### src/common/Types.sv
package Types;

    // ------------------------------
    // Data memory geometry
    // ------------------------------

    localparam int DATA_ADDR_BITS = 12;                   // Byte address width, 4 KiB
    localparam int DATA_MEM_BYTES = 2 ** DATA_ADDR_BITS;  // Total bytes in data memory

    // ------------------------------
    // Basic words
    // ------------------------------

    typedef logic [31:0] Data;                  // Register and memory data word
    typedef logic [31:0] InstAddr;              // Instruction address
    typedef logic [DATA_ADDR_BITS-1:0] DataAddr; // Data memory byte address
    typedef logic [4:0] RegIndex;               // Destination register number

    // ------------------------------
    // Control codes
    // ------------------------------

    // Memory access size
    typedef enum logic [1:0] {
        DataAccess_Byte = 2'b00,    // 8 bit
        DataAccess_Half = 2'b01,    // 16 bit, even address
        DataAccess_Word = 2'b10     // 32 bit, address multiple of 4
    } DataAccess;

    // Write-back source
    //   Alu : result from execute
    //   Mem : extended load data
    //   Pc4 : return address for jumps
    typedef enum logic [1:0] {
        WbSel_Alu = 2'b00,
        WbSel_Mem = 2'b01,
        WbSel_Pc4 = 2'b10
    } WbSel;

endpackage

### src/source/WritebackRegister.sv
module WritebackRegister
    import Types::*;
(
    input  logic    i_clock,        // System clock
    input  logic    i_reset,        // Synchronous reset, active high

    input  logic    i_valid,        // Slot valid from MEM
    input  RegIndex i_rd,           // Destination register
    input  logic    i_regWrEnable,  // Instruction writes a register
    input  Data     i_data,         // Write-back value
    input  logic    i_fault,        // Misaligned access in this slot

    output logic    o_valid,        // Slot valid in WB
    output RegIndex o_rd,
    output logic    o_regWrEnable,  // Never high on a fault or bubble
    output Data     o_data,
    output logic    o_fault);       // Fault flag, only on valid slots

    // ------------------------------
    // Control bits
    // ------------------------------

    always_ff @(posedge i_clock) begin
        if (i_reset) begin
            o_valid       <= 1'b0;
            o_regWrEnable <= 1'b0;
            o_fault       <= 1'b0;
        end
        else begin
            o_valid       <= i_valid;
            o_regWrEnable <= i_valid & i_regWrEnable & ~i_fault;  // Faulting load is dropped
            o_fault       <= i_valid & i_fault;                   // Bubbles cannot fault
        end
    end

    // ------------------------------
    // Payload
    // ------------------------------

    // Meaningful only while o_valid is high
    always_ff @(posedge i_clock) begin
        o_rd   <= i_rd;
        o_data <= i_data;
    end

endmodule

### config.mk
export PLATFORM = sky130hd
export DESIGN_NAME = WritebackRegister
export DESIGN_NICKNAME = d
export VERILOG_FILES = /design/src/common/Types.sv /design/src/source/WritebackRegister.sv
export SDC_FILE = /design/constraint.sdc
export NUM_CORES = 1
export LEC_CHECK = 0
export BUFFER_PORTS_ARGS = -buffer_cell sky130_fd_sc_hd__buf_2
export CORE_MARGIN = 2
export CORE_UTILIZATION = 33
export DETAILED_ROUTE_END_ITERATION = 12
export PLACE_DENSITY_LB_ADDON = 0.25
export SLEW_MARGIN = 20
export SYNTH_ARGS = -nofsm -noshare
export SYNTH_HDL_FRONTEND = slang
export SYNTH_SLANG_ARGS = --single-unit
### constraint.sdc
create_clock -name i_clock -period 0.8 [get_ports i_clock]
set_input_delay 0.08 -clock i_clock [delete_from_list [all_inputs] [get_ports i_clock]]
set_output_delay 0.08 -clock i_clock [all_outputs]
set_load 0.02 [all_outputs]
# Word-level counts from Yosys, hierarchy flattened
# Cells that the tools add are included.
# totals
reg_bits,40
output_inout_bits,40
elab_cells,9
# op_classes
n_bitwise,4
# op_table
operator,count
$and A1 B1 Y1,3
$not A1 Y1,1

# Longest topological paths before layout
# Gate-level depths: netlist (run 1).
# depth
ltp_word,2
mapped_depth,1
ltp_nobuf,1

# Worst setup path after synthesis (run 1)
# No wires, ideal clock.
# synth_path
kind,register to output
from,register o_data[0]
to,output o_data[0]
arrival_ns,0.395
t_required_ns,0.720
path_slack_ns,0.325
path_stages_with_launch,1
n_path_buf,0
path_cell_list,dfxtp_1
# synth_lines
element,line,rtl
from (decl),WritebackRegister.sv:16,"output Data o_data,"
from (signal assigned),WritebackRegister.sv:43,o_data <= i_data;
# No word-level cell between the ends.

# Worst setup path in the final report (run 1)
# layout_path
from,register o_data[23]
to,output o_data[23]
# No word-level cell between the ends.

==> flow_summary_export.csv, run 1 <==
group,metric,value,unit
outcome,status,"finished with violations",
outcome,violations,"setup timing",
setup_path,path_buf_inv,1,
die,start_util,34.2,%
synth,synthesis.instances,43,
min_path,hp-start,"i_fault",
timing,fmax,1150,MHz
place,globalplace.congestion,0.651,
synth,synthArstFlopShare,0,%
power,p_per_area,1830,mW/mm²
power,switching_power,844,µW
die,core-area,0.00243,mm²
grt,grt_pass1_wl,3500,µm
synth,syn_area_per_cell,19.3,µm²
setup_path,criticalPathCategory,"reg2out",
place,io_buffers,81,
synth,synth_commonest_cells,"dfxtp_1, and2b_2, and3b_2, and4bb_2",
power,switching_share,23.0,%
setup_path,slowest_stage,"dfxtp_2",
synth,synthTopCellsByArea,"dfxtp_1, and4bb_2, and3b_2, and2b_2",
die,rows,18,
die,die_area,0.00294,mm²
setup_path,cp.required,0.72,ns
cells_and_area,final_cell_area,0.00200,mm²
timing,timing.final.ws_setup,-0.0667,ns
synth,ys_types,4,
cells_and_area,syn2layout_area_growth,141,%
timing,slew-limit-headroom,92.8,%
grt,antenna_found_initial,0,
synth,syn_nets,85,
drt,ant_nets,0,
power,combPwrFrac,16.7,%
drt,drc,0,
timing,hold_viol_final,0,
clocking,cts_root_buffer,"clkbuf_4",
place,place_area,0.00127,mm²
drt,dr_total_vias,789,
clocking,htreeDepth,2,
drt,vias_per_cell,3.96,
power,vdd.ir_drop.worst,1.63,mV
timing,final.setup.tns,-2.14,ns
cells_and_area,antennaDiodeCount,0,
die,die_h,54.2,µm
clocking,cts_tree,"done",
min_path,min_to,"o_fault",
setup_path,crit_path_end_kind,"output pin",
synth,synth_ff_type,"dfxtp_1",
clocking,clk_pin_slew,0.11,ns
power,pwr-share-clk,24.2,%
grt,grt.overflow.total,0,
timing,setup_viol,40,
setup_path,path_cells,"buf_6",
grt,grtUsageTotal,17.5,%
die,die_w,54.2,µm
timing,worst_pin_slew,0.108,ns
drt,wl_per_cell,12.9,µm
place,dpl.hpwl,1230,µm
clocking,cts_made_buffers,5,
timing,rsz0062_at_grt,"true",
drt,first_pass_iters,4,
clocking,clock_sinks,40,
synth,synth_edf_count,0,
setup_path,worst-endpoint-arrival,0.79,ns
cells_and_area,layout.nets,211,
synth,yosysMostFrequentCell,"dfxtp_1",
timing,period_share,108,%
drt,drt_iter0_drc,4,
synth,yosys.area.top_type_share,96.2,%
synth,ys_seq_area_share,96.2,%
drt,routed_wl,2570,µm
synth,syn-cell-area,832,µm²
flow_run,drv_cap,0,
setup_path,cp-start-kind,"flop",
cells_and_area,drive_gt1_share,76.9,%
setup_path,crit_fanout,1,
clocking,clk_path_buf_depth,2,
setup_path,cpPeakStageDelay,0.34,ns
power,p_int,2830,µW
min_path,holdPathStages,2,
setup_path,path_delay_family,"flip-flops",
timing,final_max_slew_viol_count,0,
die,io_pins,82,
synth,synth_top_cell_by_area,"dfxtp_1",
place,pre_cts_slack,0.269,ns
grt,grt_pass1_vias,857,
min_path,hp-class,"in2reg",
power,power_frac_seq,59.1,%
synth,yosysWarnings,0,
synth,ys_ff_latch,40,
timing,period_needed,0.867,ns
power,power_leakage,0.000944,µW
grt,grt_max_degree,12,
[cell usage in the layout (no fill, tap or decap)]
cell,instances
and2b_2,1
and3b_2,1
and4bb_2,1
buf_2,41
buf_6,40
clkbuf_1,1
clkbuf_4,5
clkinv_2,1
dfxtp_2,40
dlygate4sd3_1,38
[layout make-up]
| cell class | instances | area [µm²] |
|---|---|---|
| timing repair buffer | 119 | 1040 |
| tap | 30 | 37.5 |
| clock buffer | 6 | 41.3 |
| fill | 121 | 430 |
| multi-input combinational | 3 | 31.3 |
| sequential | 40 | 851 |
| clock inverter | 1 | 5.00 |
[sequential cells by signal, summed over array words and instances (netlist names)]
signal	flops
o_data	32
o_fault	1
o_rd	5
o_regWrEnable	1
o_valid	1
[power groups by stage]
| stage | clock (µW) | sequential [µW] | combinational (µW) |
|---|---|---|---|
| final | 889 | 2170 | 614 |
| after global routing | 990 | 2180 | 649 |
| after CTS | 914 | 2160 | 602 |
| after detailed placement | 0 | 2160 | 340 |
| after global placement | 0 | 2160 | 336 |
| after floorplan | 0 | 2300 | 7.01 |
[metal layers]
| layer | routed length, µm | GRT usage (%) | vias to the layer above |
|---|---|---|---|
| met4 | 23 | 7.50 | 0 |
| met5 | 0 | 0 | - |
| li1 | - | - | 384 |
| met1 | 928 | 17.2 | 339 |
| met3 | 369 | 10.7 | 6 |
| met2 | 1240 | 29.3 | 60 |
[through the flow]
step / hold slack [ns] / util (%) / std cells / power (µW)
3_5_place_dp: 0.184 / 52.4 / 154 / 2500
6_report: 0.0266 / 82.3 / 199 / 3670
5_1_grt: 0.0175 / 82.3 / 199 / 3820
3_3_place_gp: 0.182 / 52.4 / 154 / 2500
2_1_floorplan: 0.108 / - / 43 / 2310
4_1_cts: 0.0181 / 82.3 / 199 / 3680
[worst max path at each step]
stage                     cells after the start  slack (ns)  startpoint          to
final                                         1       -0.07  o_data[23]  o_data[23]
after detailed placement                      1        0.27     o_valid     o_valid
after global routing                          1       -0.10  o_data[23]  o_data[23]
after global placement                        1        0.27  o_data[21]  o_data[21]
after CTS                                     1       -0.07  o_data[22]  o_data[22]
after floorplan                               0        0.32   o_data[0]   o_data[0]
[timing repair]
item | in CTS | in global routing
hold endpoints to repair | 38 | 0
gates resized for setup | 119 | 1
setup buffers | 0 | 0
gates cloned | 0 | 0
hold buffers | 38 | 0
setup endpoints to repair | 40 | 40
[logic make-up after synthesis]
logic type / share of synthesized area, %
AND/OR/NAND/NOR: 3.76
flip-flops: 96.2
(Power assumes the default switching activity.)
==> inputs of run 2 (changes only) <==
CORE_MARGIN = 3   (was 2)
==> flow_summary_export.csv, run 2 (synthesis results as in run 1) <==
group,metric,value,unit
place,io_buffers,81,
setup_path,cp-start-kind,"flop",
grt,grt.overflow.total,0,
cells_and_area,regMostFlops,"o_data",
grt,gr-usage-met2,35.7,%
setup_path,worst-endpoint-arrival,0.79,ns
timing,fmax,1140,MHz
outcome,status,"finished with violations",
setup_path,endpoint,"o_rd[2]",
place,dpl.hpwl,1450,µm
cells_and_area,drive_gt1_share,77.6,%
die,rows,17,
timing,worst_pin_slew,0.107,ns
cells_and_area,antennaDiodeCount,0,
min_path,hp-class,"in2reg",
grt,antenna_found_initial,0,
timing,period_needed,0.874,ns
die,start_util,36.2,%
clocking,cts_made_buffers,5,
clocking,htreeDepth,2,
drt,dr_total_vias,823,
grt,grt_pass1_vias,899,
cells_and_area,syn2layout_area_growth,142,%
die,die_h,56.2,µm
cells_and_area,final_cell_area,0.00201,mm²
drt,wl_per_cell,14.4,µm
power,p_per_area,1880,mW/mm²
setup_path,slowest_stage,"dfxtp_2",
clocking,cts_setup_buffers,0,
timing,final_max_slew_viol_count,0,
grt,use_met1,17.5,%
die,die_area,0.00316,mm²
drt,drt_iter0_drc,3,
grt,grt_max_degree,13,
die,io_pins,82,
setup_path,path_delay_family,"flip-flops",
clocking,clk_path_buf_depth,2,
cells_and_area,final_common_cell,"buf_2",
cells_and_area,layout.nets,211,
timing,slew-limit-headroom,92.9,%
drt,drc,0,
drt,first_pass_iters,2,
power,power,3780,µW
flow_run,drv_cap,0,
cells_and_area,final_cell_mix,"buf_2, dfxtp_2, buf_6",
setup_path,path_buf_inv,1,
clocking,cts_root_buffer,"clkbuf_4",
setup_path,crit_path_end_kind,"output pin",
drt,ant_nets,0,
grt,grtUsageTotal,19.8,%
cells_and_area,largest_reg_flops,32,
drt,routed_wl,2850,µm
cells_and_area,top_regs,"o_data x32, o_rd x5",
timing,hold_viol_final,0,
timing,rsz0062_at_grt,"true",
grt,grt_pass1_wl,4570,µm
cells_and_area,fin_util,87.7,%
die,core-area,0.00230,mm²
timing,timing.final.ws_setup,-0.0745,ns
place,globalplace.congestion,0.704,
setup_path,crit_fanout,1,
place,place_area,0.00127,mm²
setup_path,criticalPathCategory,"reg2out",
setup_path,path_cells,"buf_6",
setup_path,cp.required,0.72,ns
setup_path,worstSetupStartpoint,"o_rd[2]",
clocking,clk_pin_slew,0.11,ns
timing,setup_viol,40,
outcome,violations,"setup timing",
clocking,cts_tree,"done",
setup_path,cpPeakStageDelay,0.34,ns
power,power_leakage,0.000954,µW
grt,use_met3,9.05,%
die,die_w,56.2,µm
clocking,clock_sinks,40,
timing,period_share,109,%
power,vdd.ir_drop.worst,1.55,mV
grt,gr-max-usage-layer,"met2",
drt,vias_per_cell,4.16,
setup_path,path_depth,1,
## run 2: cell count changes in the layout (fill, tap and decap cells not counted), sizes merged
cell,change
clkinv,+1
## run 2: per-stage QoR
stage	std cells	setup TNS [ns]	hold WS [ns]	setup slack (ns)
2_1_floorplan	43	0	0.108	0.325
3_3_place_gp	152	0	0.182	0.279
3_5_place_dp	152	0	0.184	0.263
4_1_cts	198	-3.33	0.00410	-0.0906
5_1_grt	198	-4.17	0.0243	-0.120
6_report	198	-2.42	0.0336	-0.0745
## run 2: worst min-delay path by stage
stage	from	end	slack [ns]	depth (start not counted)
3_3_place_gp	i_data[4]	o_data[4]	0.18	1
3_5_place_dp	i_data[10]	o_data[10]	0.18	1
5_1_grt	i_fault	o_fault	0.02	2
4_1_cts	i_fault	o_fault	0.004	2
2_1_floorplan	i_data[0]	o_data[0]	0.11	0
6_report	i_fault	o_fault	0.03	2
## run 2: power by group
part	switching, µW	internal, µW	total, µW	leakage (µW)
Clock	579	418	997	0.0000380
Sequential	52.2	2120	2170	0.000338
Combinational	232	385	617	0.000578
## run 2: area by class of cell
| class | instances | area [µm²] |
|---|---|---|
| sequential | 40 | 851 |
| multi-input combinational | 3 | 31.3 |
| fill | 109 | 283 |
| clock buffer | 6 | 51.3 |
| tap | 28 | 35.0 |
| clock inverter | 2 | 10.0 |
| timing repair buffer | 119 | 1040 |
## run 2: layer usage
layer / vias up / share of wire, %
met5: - / 0
met4: 0 / 5.0
met3: 15 / 11
met2: 61 / 52
met1: 363 / 32
li1: 384 / -
## run 2: timing repair
action	4_1_cts	5_1_grt
hold endpoints to repair	38	0
setup endpoints to repair	40	40
hold buffers	38	0
resized for setup	120	0
gates cloned	0	0
