===== config.mk =====
export PLATFORM = sky130hd
export DESIGN_NAME = StageMEM
export DESIGN_NICKNAME = d
export VERILOG_FILES = /design/src/common/Types.sv /design/src/source/StageMEM.sv
export SDC_FILE = /design/constraint.sdc
export NUM_CORES = 1
export LEC_CHECK = 0
export CORE_AREA = 2 2 84 86
export DETAILED_ROUTE_END_ITERATION = 16
export DIE_AREA = 0 0 86 88
export DONT_BUFFER_PORTS = 1
export PLACE_DENSITY = 0.39
export SLEW_MARGIN = 5
export SYNTH_ARGS = -nofsm -noshare
export SYNTH_HDL_FRONTEND = slang
export SYNTH_SLANG_ARGS = --single-unit

===== constraint.sdc =====
create_clock -name vclk -period 5.6
set_input_delay 1.12 -clock vclk [all_inputs]
set_output_delay 1.12 -clock vclk [all_outputs]
set_load 0.02 [all_outputs]

===== src/common/Types.sv =====
package Types;

    // ------------------------------
    // Data memory geometry
    // ------------------------------

    localparam int DATA_ADDR_BITS = 12;                   // Byte address width, 4 KiB
    localparam int DATA_MEM_BYTES = 2 ** DATA_ADDR_BITS;  // Total bytes in data memory

    // ------------------------------
    // Basic words
    // ------------------------------

    typedef logic [31:0] Data;                  // Register and memory data word
    typedef logic [31:0] InstAddr;              // Instruction address
    typedef logic [DATA_ADDR_BITS-1:0] DataAddr; // Data memory byte address
    typedef logic [4:0] RegIndex;               // Destination register number

    // ------------------------------
    // Control codes
    // ------------------------------

    // Memory access size
    typedef enum logic [1:0] {
        DataAccess_Byte = 2'b00,    // 8 bit
        DataAccess_Half = 2'b01,    // 16 bit, even address
        DataAccess_Word = 2'b10     // 32 bit, address multiple of 4
    } DataAccess;

    // Write-back source
    //   Alu : result from execute
    //   Mem : extended load data
    //   Pc4 : return address for jumps
    typedef enum logic [1:0] {
        WbSel_Alu = 2'b00,
        WbSel_Mem = 2'b01,
        WbSel_Pc4 = 2'b10
    } WbSel;

endpackage


===== src/source/StageMEM.sv =====
module StageMEM
    import Types::*;
(
    input  InstAddr   i_pc,             // Address of the instruction in this slot
    input  Data       i_result,         // ALU result, also the memory address
    input  Data       i_dataB,          // rs2 value, store data
    input  logic      i_valid,          // Slot carries a real instruction

    input  logic      i_memWrEnable,    // Store request
    input  DataAccess i_memAccess,      // Access size
    input  logic      i_memUnsigned,    // Zero-extend loads

    input  WbSel      i_regWrDataSel,   // Write-back source
    input  Data       i_memRdData,      // Read data from memory, aligned to bit 0

    output DataAddr   o_memAddr,        // Byte address to memory
    output DataAccess o_memAccess,      // Access size to memory
    output logic      o_memWrEnable,    // Qualified write strobe
    output Data       o_memWrData,      // Store data, low bytes used
    output Data       o_regWrData);     // Value for the destination register

    // ------------------------------
    // Data memory bus
    // ------------------------------

    // Address is the low part of the ALU result
    assign o_memAddr     = i_result[DATA_ADDR_BITS-1:0];
    assign o_memAccess   = i_memAccess;
    assign o_memWrEnable = i_memWrEnable & i_valid;  // Bubbles never store
    assign o_memWrData   = i_dataB;                  // Memory picks its own lanes

    // ------------------------------
    // Load extension
    // ------------------------------

    Data loadData;  // Extended load value

    always_comb begin
        unique case ({i_memUnsigned, i_memAccess})
            // Signed byte, replicate bit 7
            {1'b0, DataAccess_Byte}:
                loadData = {{24{i_memRdData[7]}}, i_memRdData[7:0]};

            // Signed half, replicate bit 15
            {1'b0, DataAccess_Half}:
                loadData = {{16{i_memRdData[15]}}, i_memRdData[15:0]};

            {1'b1, DataAccess_Byte}:
                loadData = {24'h000000, i_memRdData[7:0]};   // Unsigned byte

            {1'b1, DataAccess_Half}:
                loadData = {16'h0000, i_memRdData[15:0]};    // Unsigned half

            // Word, sign flag has no effect
            default:
                loadData = i_memRdData;
        endcase
    end

    // ------------------------------
    // Return address
    // ------------------------------

    InstAddr pcPlus4;  // Link value for JAL and JALR

    assign pcPlus4 = i_pc + InstAddr'(4);

    // ------------------------------
    // Write-back selection
    // ------------------------------

    // Unused code falls back to the ALU result
    always_comb begin
        unique case (i_regWrDataSel)
            WbSel_Alu: o_regWrData = i_result;  // Arithmetic and logic ops
            WbSel_Mem: o_regWrData = loadData;  // Loads
            WbSel_Pc4: o_regWrData = pcPlus4;   // Jumps
            default:   o_regWrData = i_result;
        endcase
    end

endmodule


# --- Word-level counts from Yosys, hierarchy flattened ---
# Cells that the tools add are included.
op_classes:
  add_sub_neg: 1
  eq_ne: 5
  mux: 2
  bitwise: 1
  reduce_logical: 1
ops:
  columns: ["operator", "count"]
  rows:
  - ["32-bit one-hot mux with 4 select lines", 1]
  - ["32-bit one-hot mux with 2 select lines", 1]
  - ["32-bit by 3-bit adder with 32-bit output (second input constant)", 1]
  - ["3-bit == test (second input constant)", 2]
  - ["3-bit by 1-bit == test with 1-bit output (second input constant)", 1]
  - ["3-bit logical NOT", 1]
  - ["2-bit by 1-bit == test with 1-bit output (second input constant)", 1]
  - ["2-bit == test (second input constant)", 1]
  - ["1-bit AND", 1]
totals:
  ff_bits: 0
  input_bits: 135
  output_inout_bits: 79
  word_cells: 10

# --- Longest topological paths before layout ---
# Gate-level depths: netlist of run 1.
depth:
  word_depth: 3
  mapped_depth: 8
  ltp_nobuf: 7

# --- Worst setup path before layout of run 1 ---
# No wires, ideal clock.
synth_timing:
  path_kind: "input port to output port"
  startpoint: "input i_regWrDataSel[1]"
  endpoint: "output o_regWrData[21]"
  arrival_time_ns: 2.559
  t_required_ns: 4.480
  path_slack_ns: 1.921
  cell_stages: 8
  path_buffers: 2
  cell_sequence: "inv_1 > ha_1 > clkbuf_1 > nor4b_1 > or2_1 > buf_2 > a21oi_1 > o22ai_1"
synth_between:
  elab_chain_len: 2
  word_cells_on_any_way: 3
  classes_between: "eq/ne (2); mux (1)"
synth_rtl:
  columns: ["item", "line", "text"]
  rows:
  - ["start, declared", "StageMEM.sv:13", "input WbSel i_regWrDataSel,"]
  - ["2-bit == test or 2-bit by 1-bit == test with 1-bit output (tied branches)", "StageMEM.sv:74", "unique case (i_regWrDataSel)"]
  - ["32-bit one-hot mux with 2 select lines (*)", "StageMEM.sv:74", null]
  - ["end, declared", "StageMEM.sv:20", "output Data o_regWrData);"]
# Mark *: on every way between the ends. The rest lies on a longest branch, timed or not.

# --- Final worst setup path of run 1 ---
# Same ends and word-level chain as after synthesis.

==> results of run 1 <==
==> cell usage in the layout, fill, tap and decap left out <==
master and instances:
xnor2_1 6, and4_1 5, o22ai_2 2, nor3_1 6, a22oi_1 6, nand4_1 10
nand2b_1 1, o22ai_1 8, buf_4 2, nor2b_1 5, a221oi_1 7, nand3_1 14
or3_1 1, nand4_4 1, a2bb2oi_1 2, nor4_2 1, o21ai_0 28, or4b_1 1
ha_1 3, nor4_4 1, inv_1 12, mux2i_1 2, or2_0 1, a21oi_1 22
and2_1 4, nor2_1 15, o21ai_1 3, and3_1 4, nand2_1 31, a311oi_1 1
nand3b_1 1, o22a_1 2, nor4b_1 1, or2_1 1, xor2_1 19, o221ai_1 3
==> where the power goes <==
part	internal [mW]	total, mW	leakage (nW)	switching [mW]
registers	0	0	0	0
clock network	0	0	0	0
logic	0.0406	0.142	0.507	0.101
total	0.0406	0.142	0.507	0.101
==> final timing paths <==
path	startpoint	end	slack, ns
setup / recovery	i_regWrDataSel[1]	o_regWrData[21]	1.51
hold / removal	i_result[8]	o_memAddr[8]	2.24
==> cells in the mapped netlist, types with 3 or more instances <==
library cell  instances
buf_4                47
nand2_1              31
o21ai_0              28
a21oi_1              22
xor2_1               19
nor2_1               15
nand3_1              14
clkbuf_1             13
inv_1                12
nand4_1              10
o22ai_1               8
a221oi_1              7
a22oi_1               6
nor3_1                6
xnor2_1               6
and4_1                5
nor2b_1               5
and2_1                4
and3_1                4
buf_1                 4
ha_1                  3
o21ai_1               3
o221ai_1              3
==> through the flow <==
step | cell area (sq um) | std cells | power, mW
floorplan | 1840 | 297 | 0.173
global placement | 1520 | 312 | 0.142
detailed placement | 1520 | 312 | 0.143
CTS | 1520 | 312 | 0.143
global route | 1520 | 312 | 0.155
finish | 1520 | 312 | 0.142
==> layout make-up <==
cell class                 count  area (sq um)
fill                         793          5120
multi-input combinational    218          1360
tap                           80           100
inverter                      12          45.0
timing repair buffer           2          15.0
==> cells by family after synthesis <==
kind of cell | count (synthesis) | synth area share, %
adders and majority gates | 3 | 2.04
muxes | 2 | 1.09
and+or+nand+nor | 104 | 30.8
AOI/OAI and AO/OA | 84 | 28.0
buffers and inverters | 79 | 26.2
xor gates and xnor gates | 25 | 11.9
==> routing by layer <==
metal | part of all wire, % | routed length (microns)
met1 | 42 | 2710
met2 | 46 | 2990
met3 | 11 | 714
met4 | 0.79 | 51
met5 | 0 | 0
==> flow_summary.json, run 1 <==
{
  "syn_area_per_cell_sq_um": 6.21,
  "initial_core_util_pct": 27.7,
  "critPathRequiredTime_ns": 4.48,
  "die-area_sq_mm": 0.00757,
  "synth-seq-area-share_pct": 0,
  "synth.distinct_cells": 40,
  "firstDrtPassIters": 6,
  "vias_per_cell": 5.77,
  "dpl.hpwl_microns": 5240,
  "grt_first_pass_wirelength_microns": 9110,
  "wl_per_cell_microns": 20.7,
  "crit_slowest_cell": "ha_1",
  "grt_max_degree": 43,
  "yosys.area.top_type": "buf_4",
  "grt_usage_pct": 15.1,
  "rows": 30,
  "synth_nets": 435,
  "die_h_microns": 88,
  "critPathBufInv": 1,
  "ys_warn_count": 0,
  "powerDensity_mw_per_mm2": 93.1,
  "drv_slew": 0,
  "synth_area_leaders": "buf_4 19%, xor2_1 9.0%, o21ai_0 7.6%",
  "holdBufCountCts": 0,
  "antenna_found_initial": 0,
  "cts.repair.resized": 0,
  "finalWirelength_microns": 6460,
  "fin_tns_setup_ns": 0,
  "ir_drop_mv": 0.0235,
  "diodes": 0,
  "ant_nets": 0,
  "grt_use_met2_pct": 23.4,
  "grtUsageMet3_pct": 4.90,
  "arrival_ns": 2.97,
  "status": "completed",
  "io_pins": 214,
  "grtUsageMet1_pct": 21.1,
  "nNetsFinal": 372,
  "cp_num_cells": 6,
  "drive_above_1_share_pct": 3.02,
  "cp-end-kind": "output port",
  "fin_crit_sh_pct": 73.1,
  "start_kind": "input pin",
  "slew_headroom_pct": 51.6,
  "portBuffers": 0,
  "place_congestion": 0.742,
  "p_leak_nw": 0.507,
  "overflow": 0,
  "grt_pass1_vias": 1583,
  "finalHoldViolCount": 0,
  "dr.first_iter.drc_count": 70,
  "coreArea_sq_mm": 0.00664,
  "worstPathMaxFanout": 20,
  "maxCapViolCount": 0,
  "setup_ws_ns": 1.51,
  "drcViolationCount": 0,
  "post_cts_buffers": 0,
  "critPathKind": "in -> out",
  "postLayoutCoreUtil_pct": 22.9,
  "fmax_mhz": 244,
  "clock_buffer_count": 0,
  "min_path_type": "in -> out",
  "whs_ns": 2.24,
  "critPathTopFamily": "simple AND/OR/NAND/NOR gates",
  "place_ws_ns": 1.50,
  "netlist.area_leader.share_pct": 19.1,
  "seq_area_sq_um": 0,
  "cp_cell_sequence": "inv_1, ha_1, nor4b_1, or2_1, a21oi_1, o22ai_1",
  "rsz0062_at_grt": "false",
  "fin_crit_ns": 4.09,
  "synthesis.area_sq_mm": 0.00184,
  "grt_busiest_layer": "met2",
  "die_w_microns": 86,
  "min_path_cells": 0,
  "syn_inst": 297,
  "seq_cell_count": 0,
  "vias": 1801,
  "finalSetupViolCount": 0,
  "tightestPinTransition_ns": 0.727,
  "synthToLayoutAreaGrowth_pct": -17.5,
  "slowest_delay_ns": 0.61
}
Power figures use the tool's default switching activity.
==> run 2: changes to the inputs <==
--- a/config.mk
+++ b/config.mk
@@ -9,7 +9,7 @@
 export DETAILED_ROUTE_END_ITERATION = 16
 export DIE_AREA = 0 0 86 88
 export DONT_BUFFER_PORTS = 1
-export PLACE_DENSITY = 0.39
+export PLACE_DENSITY = 0.41
 export SLEW_MARGIN = 5
 export SYNTH_ARGS = -nofsm -noshare
 export SYNTH_HDL_FRONTEND = slang
==> constraint.sdc (replaced) <==
create_clock -name vclk -period 3.5
set_input_delay 0.7 -clock vclk [all_inputs]
set_output_delay 0.7 -clock vclk [all_outputs]
set_load 0.02 [all_outputs]
==> run 2 against run 1 <==
Compared with the run above: flip-flop and latch count stayed put; non-clock buffer count is 15 higher; core utilization is 1.9 points higher; critical path type unchanged.
==> flow_summary.json, run 2 (synthesis results as in run 1) <==
{
  "dr.first_iter.drc_count": 54,
  "grt_usage_pct": 15.5,
  "io_pins": 214,
  "power_mw": 0.258,
  "fin_crit_ns": 2.95,
  "seq_area_sq_um": 0,
  "seq_cell_count": 0,
  "die_h_microns": 88,
  "nNetsFinal": 387,
  "cp_cell_sequence": "ha_1, nand4_1, nor4_2, nand2_1, xor2_1, o21ai_1",
  "crit_slowest_cell": "o21ai_1",
  "whs_ns": 1.40,
  "finalSetupViolCount": 0,
  "mostFrequentLayoutCell": "nand2_1",
  "cp-end-kind": "output port",
  "portBuffers": 0,
  "arrival_ns": 2.25,
  "status": "completed",
  "antenna_found_initial": 0,
  "finalHoldViolCount": 0,
  "fmax_mhz": 339,
  "critPathRequiredTime_ns": 2.80,
  "ir_drop_mv": 0.0313,
  "firstDrtPassIters": 4,
  "clock_buffer_count": 0,
  "p_leak_nw": 0.586,
  "critPathKind": "in -> out",
  "initial_core_util_pct": 27.7,
  "grt_first_pass_wirelength_microns": 9250,
  "dpl.hpwl_microns": 5460,
  "tightestPinTransition_ns": 0.601,
  "rows": 30,
  "fin_crit_sh_pct": 84.4,
  "finalWirelength_microns": 6620,
  "maxCapViolCount": 0,
  "worstPathMaxFanout": 6,
  "place_ws_ns": 0.538,
  "worstSetupStartpoint": "i_pc[2]",
  "holdCritStartpoint": "i_result[5]",
  "diodes": 0,
  "wl_per_cell_microns": 20.2,
  "grt_max_degree": 37,
  "ant_nets": 0,
  "rsz0062_at_grt": "false",
  "slowest_delay_ns": 0.41,
  "setup_ws_ns": 0.547,
  "start_kind": "input pin",
  "powerDensity_mw_per_mm2": 157,
  "min_path_cells": 0,
  "die-area_sq_mm": 0.00757,
  "holdBufCountCts": 0,
  "postLayoutCoreUtil_pct": 24.8,
  "fin_tns_setup_ns": 0,
  "drive_above_1_share_pct": 8.91,
  "min_delay_worst_endpoint": "o_memAddr[5]",
  "post_cts_buffers": 0,
  "die_w_microns": 86,
  "overflow": 0,
  "grt_pass1_vias": 1582,
  "layout_common_cells": "31 x nand2_1, 28 x o21ai_0, 22 x a21oi_1",
  "drv_slew": 0,
  "drcViolationCount": 0,
  "synthToLayoutAreaGrowth_pct": -10.7,
  "cts.repair.resized": 0,
  "min_path_type": "in -> out",
  "slew_headroom_pct": 59.6,
  "coreArea_sq_mm": 0.00664,
  "place_congestion": 0.759,
  "vias": 1831,
  "vias_per_cell": 5.60
}
==> run 2: cell count changes in the layout (fill, tap and decap cells not counted) <==
cell / change
buf_12: +1
buf_4: +14
==> run 2: stage by stage <==
stage	std cells	cell area, sq um
after floorplan	297	1840
after CTS	327	1650
after global placement	327	1650
after global routing	327	1650
final	327	1650
after detailed placement	327	1650
==> run 2: final cells by class <==
| type | count | area [sq um] |
|---|---|---|
| fillers | 764 | 5000 |
| well taps | 80 | 100 |
| repair buffers | 17 | 140 |
| inverters | 12 | 45.0 |
| multi-input cells | 218 | 1360 |
==> run 2: critical path: cells and delay by family <==
kind / cells / cell delay, ns
AOI/OAI and AO/OA: 1 / 0.41
adders and majority gates: 1 / 0.29
and+or+nand+nor: 3 / 0.69
xor gates and xnor gates: 1 / 0.16
==> run 2: layer usage <==
layer	vias up	share of wire (%)	GRT usage [%]
met4	0	0.65	1.44
met5	-	0	0
met2	91	45	23.3
li1	916	-	-
met1	812	44	22.8
met3	12	10	4.43
==> run 2: worst max path at each step <==
| stage | endpoint | slack (ns) | cells after the start |
|---|---|---|---|
| after global placement | o_regWrData[30] | 0.55 | 5 |
| after CTS | o_regWrData[22] | 0.53 | 6 |
| after detailed placement | o_regWrData[22] | 0.54 | 6 |
| final | o_regWrData[22] | 0.55 | 6 |
| after global routing | o_regWrData[22] | 0.39 | 6 |
| after floorplan | o_regWrData[21] | 0.66 | 8 |
==> run 2: power breakdown <==
part / total (mW) / switching [mW] / leakage, nW / internal (mW)
logic: 0.258 / 0.168 / 0.586 / 0.0898
clock network: 0 / 0 / 0 / 0
registers: 0 / 0 / 0 / 0
total: 0.258 / 0.168 / 0.586 / 0.0898
==> run 3: changes to the inputs <==
==> constraint.sdc (replaced) <==
create_clock -name vclk -period 2.5
set_input_delay 0.5 -clock vclk [all_inputs]
set_output_delay 0.5 -clock vclk [all_outputs]
set_load 0.02 [all_outputs]
==> run 3 against run 2 <==
Compared with the run above: flip-flop and latch count unchanged; critical path depth is 1 lower; die area unchanged; count of clock-buffer cells in the layout unchanged; via count rose by 5.4%; cell count rose by 6.7%; highest routed layer unchanged.
==> flow_summary.json, run 3 (synthesis results as in run 1) <==
{
  "grt_usage_pct": 15.5,
  "arrival_ns": 1.87,
  "swShare_pct": 59.5,
  "p_leak_nw": 0.691,
  "crit_slowest_cell": "or3_1",
  "rsz0062_at_grt": "false",
  "drive_above_1_share_pct": 16.4,
  "rows": 30,
  "slowest_delay_ns": 0.35,
  "cts.repair.resized": 0,
  "cp-end-kind": "output port",
  "setup_ws_ns": 0.127,
  "place_area_sq_mm": 0.00180,
  "portBuffers": 0,
  "seq_cell_count": 0,
  "ant_nets": 0,
  "die-area_sq_mm": 0.00757,
  "critPathBufInv": 0,
  "critPathRequiredTime_ns": 2.00,
  "fmax_mhz": 421,
  "vias_per_cell": 5.53,
  "grt_pass1_vias": 1720,
  "critPathTopFamily": "simple AND/OR/NAND/NOR gates",
  "start_kind": "input pin",
  "drv_slew": 0,
  "p_seq_share_pct": 0,
  "critPathKind": "in -> out",
  "fin_crit_sh_pct": 94.9,
  "final_cell_area_sq_mm": 0.00180,
  "cp_cell_sequence": "nand4_4, or2_0, or3_1, a21oi_1, o22a_1",
  "die_h_microns": 88,
  "maxCapViolCount": 0,
  "status": "completed",
  "wl_per_cell_microns": 18.9,
  "ir_drop_mv": 0.0478,
  "firstDrtPassIters": 4,
  "post_cts_buffers": 0,
  "vias": 1929,
  "drcViolationCount": 0,
  "worstPathMaxFanout": 5,
  "place_ws_ns": 0.126,
  "finalWirelength_microns": 6600,
  "holdBufCountCts": 0,
  "diodes": 0,
  "powerDensity_mw_per_mm2": 225,
  "nNetsFinal": 409,
  "grt_first_pass_wirelength_microns": 9380,
  "mostFrequentLayoutCell": "buf_4",
  "die_w_microns": 86,
  "overflow": 0,
  "p_int_mw": 0.164,
  "fillers": 776,
  "antenna_found_initial": 0,
  "seq_area_sq_um": 0,
  "dpl.hpwl_microns": 5540,
  "fin_tns_setup_ns": 0,
  "place_congestion": 0.826,
  "p_sw_mw": 0.241,
  "finalHoldViolCount": 0,
  "layout_common_cells": "39 x buf_4, 31 x nand2_1, 28 x o21ai_0",
  "pwr-share-comb_pct": 100.0,
  "fin_crit_ns": 2.37,
  "initial_core_util_pct": 27.7,
  "slew_headroom_pct": 65.2,
  "min_path_type": "in -> out",
  "clock_buffer_count": 0,
  "clock_power_share_pct": 0,
  "synthToLayoutAreaGrowth_pct": -2.44,
  "grt_max_degree": 24,
  "coreArea_sq_mm": 0.00664,
  "io_pins": 214,
  "finalSetupViolCount": 0,
  "tightestPinTransition_ns": 0.519,
  "dr.first_iter.drc_count": 105
}
==> run 3: changes by cell type in the layout (fill, tap and decap cells not counted) <==
cell    change
buf_12      -1
buf_4      +23
==> run 3: power groups by stage <==
stage | Clock (mW) | Combinational [mW] | Sequential (mW)
2_1_floorplan | 0 | 0.388 | 0
3_3_place_gp | 0 | 0.406 | 0
3_5_place_dp | 0 | 0.406 | 0
4_1_cts | 0 | 0.407 | 0
5_1_grt | 0 | 0.439 | 0
6_report | 0 | 0.405 | 0
==> run 3: final timing paths <==
kind | start | endpoint | cells past startpoint
worst max-delay path | i_pc[11] | o_regWrData[17] | 5
worst min-delay path | i_result[4] | o_memAddr[4] | 0
==> run 3: per-layer routing <==
metal  vias to the layer above  global-route usage [%]  share of wire, %
li1                        955                       -                 -
met1                       880                    21.6                42
met2                        82                    24.0                47
met3                        12                    5.00                10
met4                         0                    1.73              0.65
met5                         -                       0                 0
==> run 3: final cells by class <==
cell class | instances | area (sq um) | share of cell area (%)
Inverter | 12 | 45.0 | 2.51
Multi-Input combinational cell | 218 | 1360 | 75.6
Timing Repair Buffer | 39 | 293 | 16.3
Tap cell | 80 | 100 | 5.57
==> run 3: metrics by stage <==
| step | hold WS (ns) | util (%) | cells | power, mW |
|---|---|---|---|---|
| final | 1.00 | 27.1 | 349 | 0.405 |
| after global routing | 1.00 | 27.1 | 349 | 0.439 |
| after CTS | 1.00 | 27.1 | 349 | 0.407 |
| after detailed placement | 1.00 | 27.1 | 349 | 0.406 |
| after global placement | 1.00 | 27.1 | 349 | 0.406 |
| after floorplan | 1.11 | - | 297 | 0.388 |
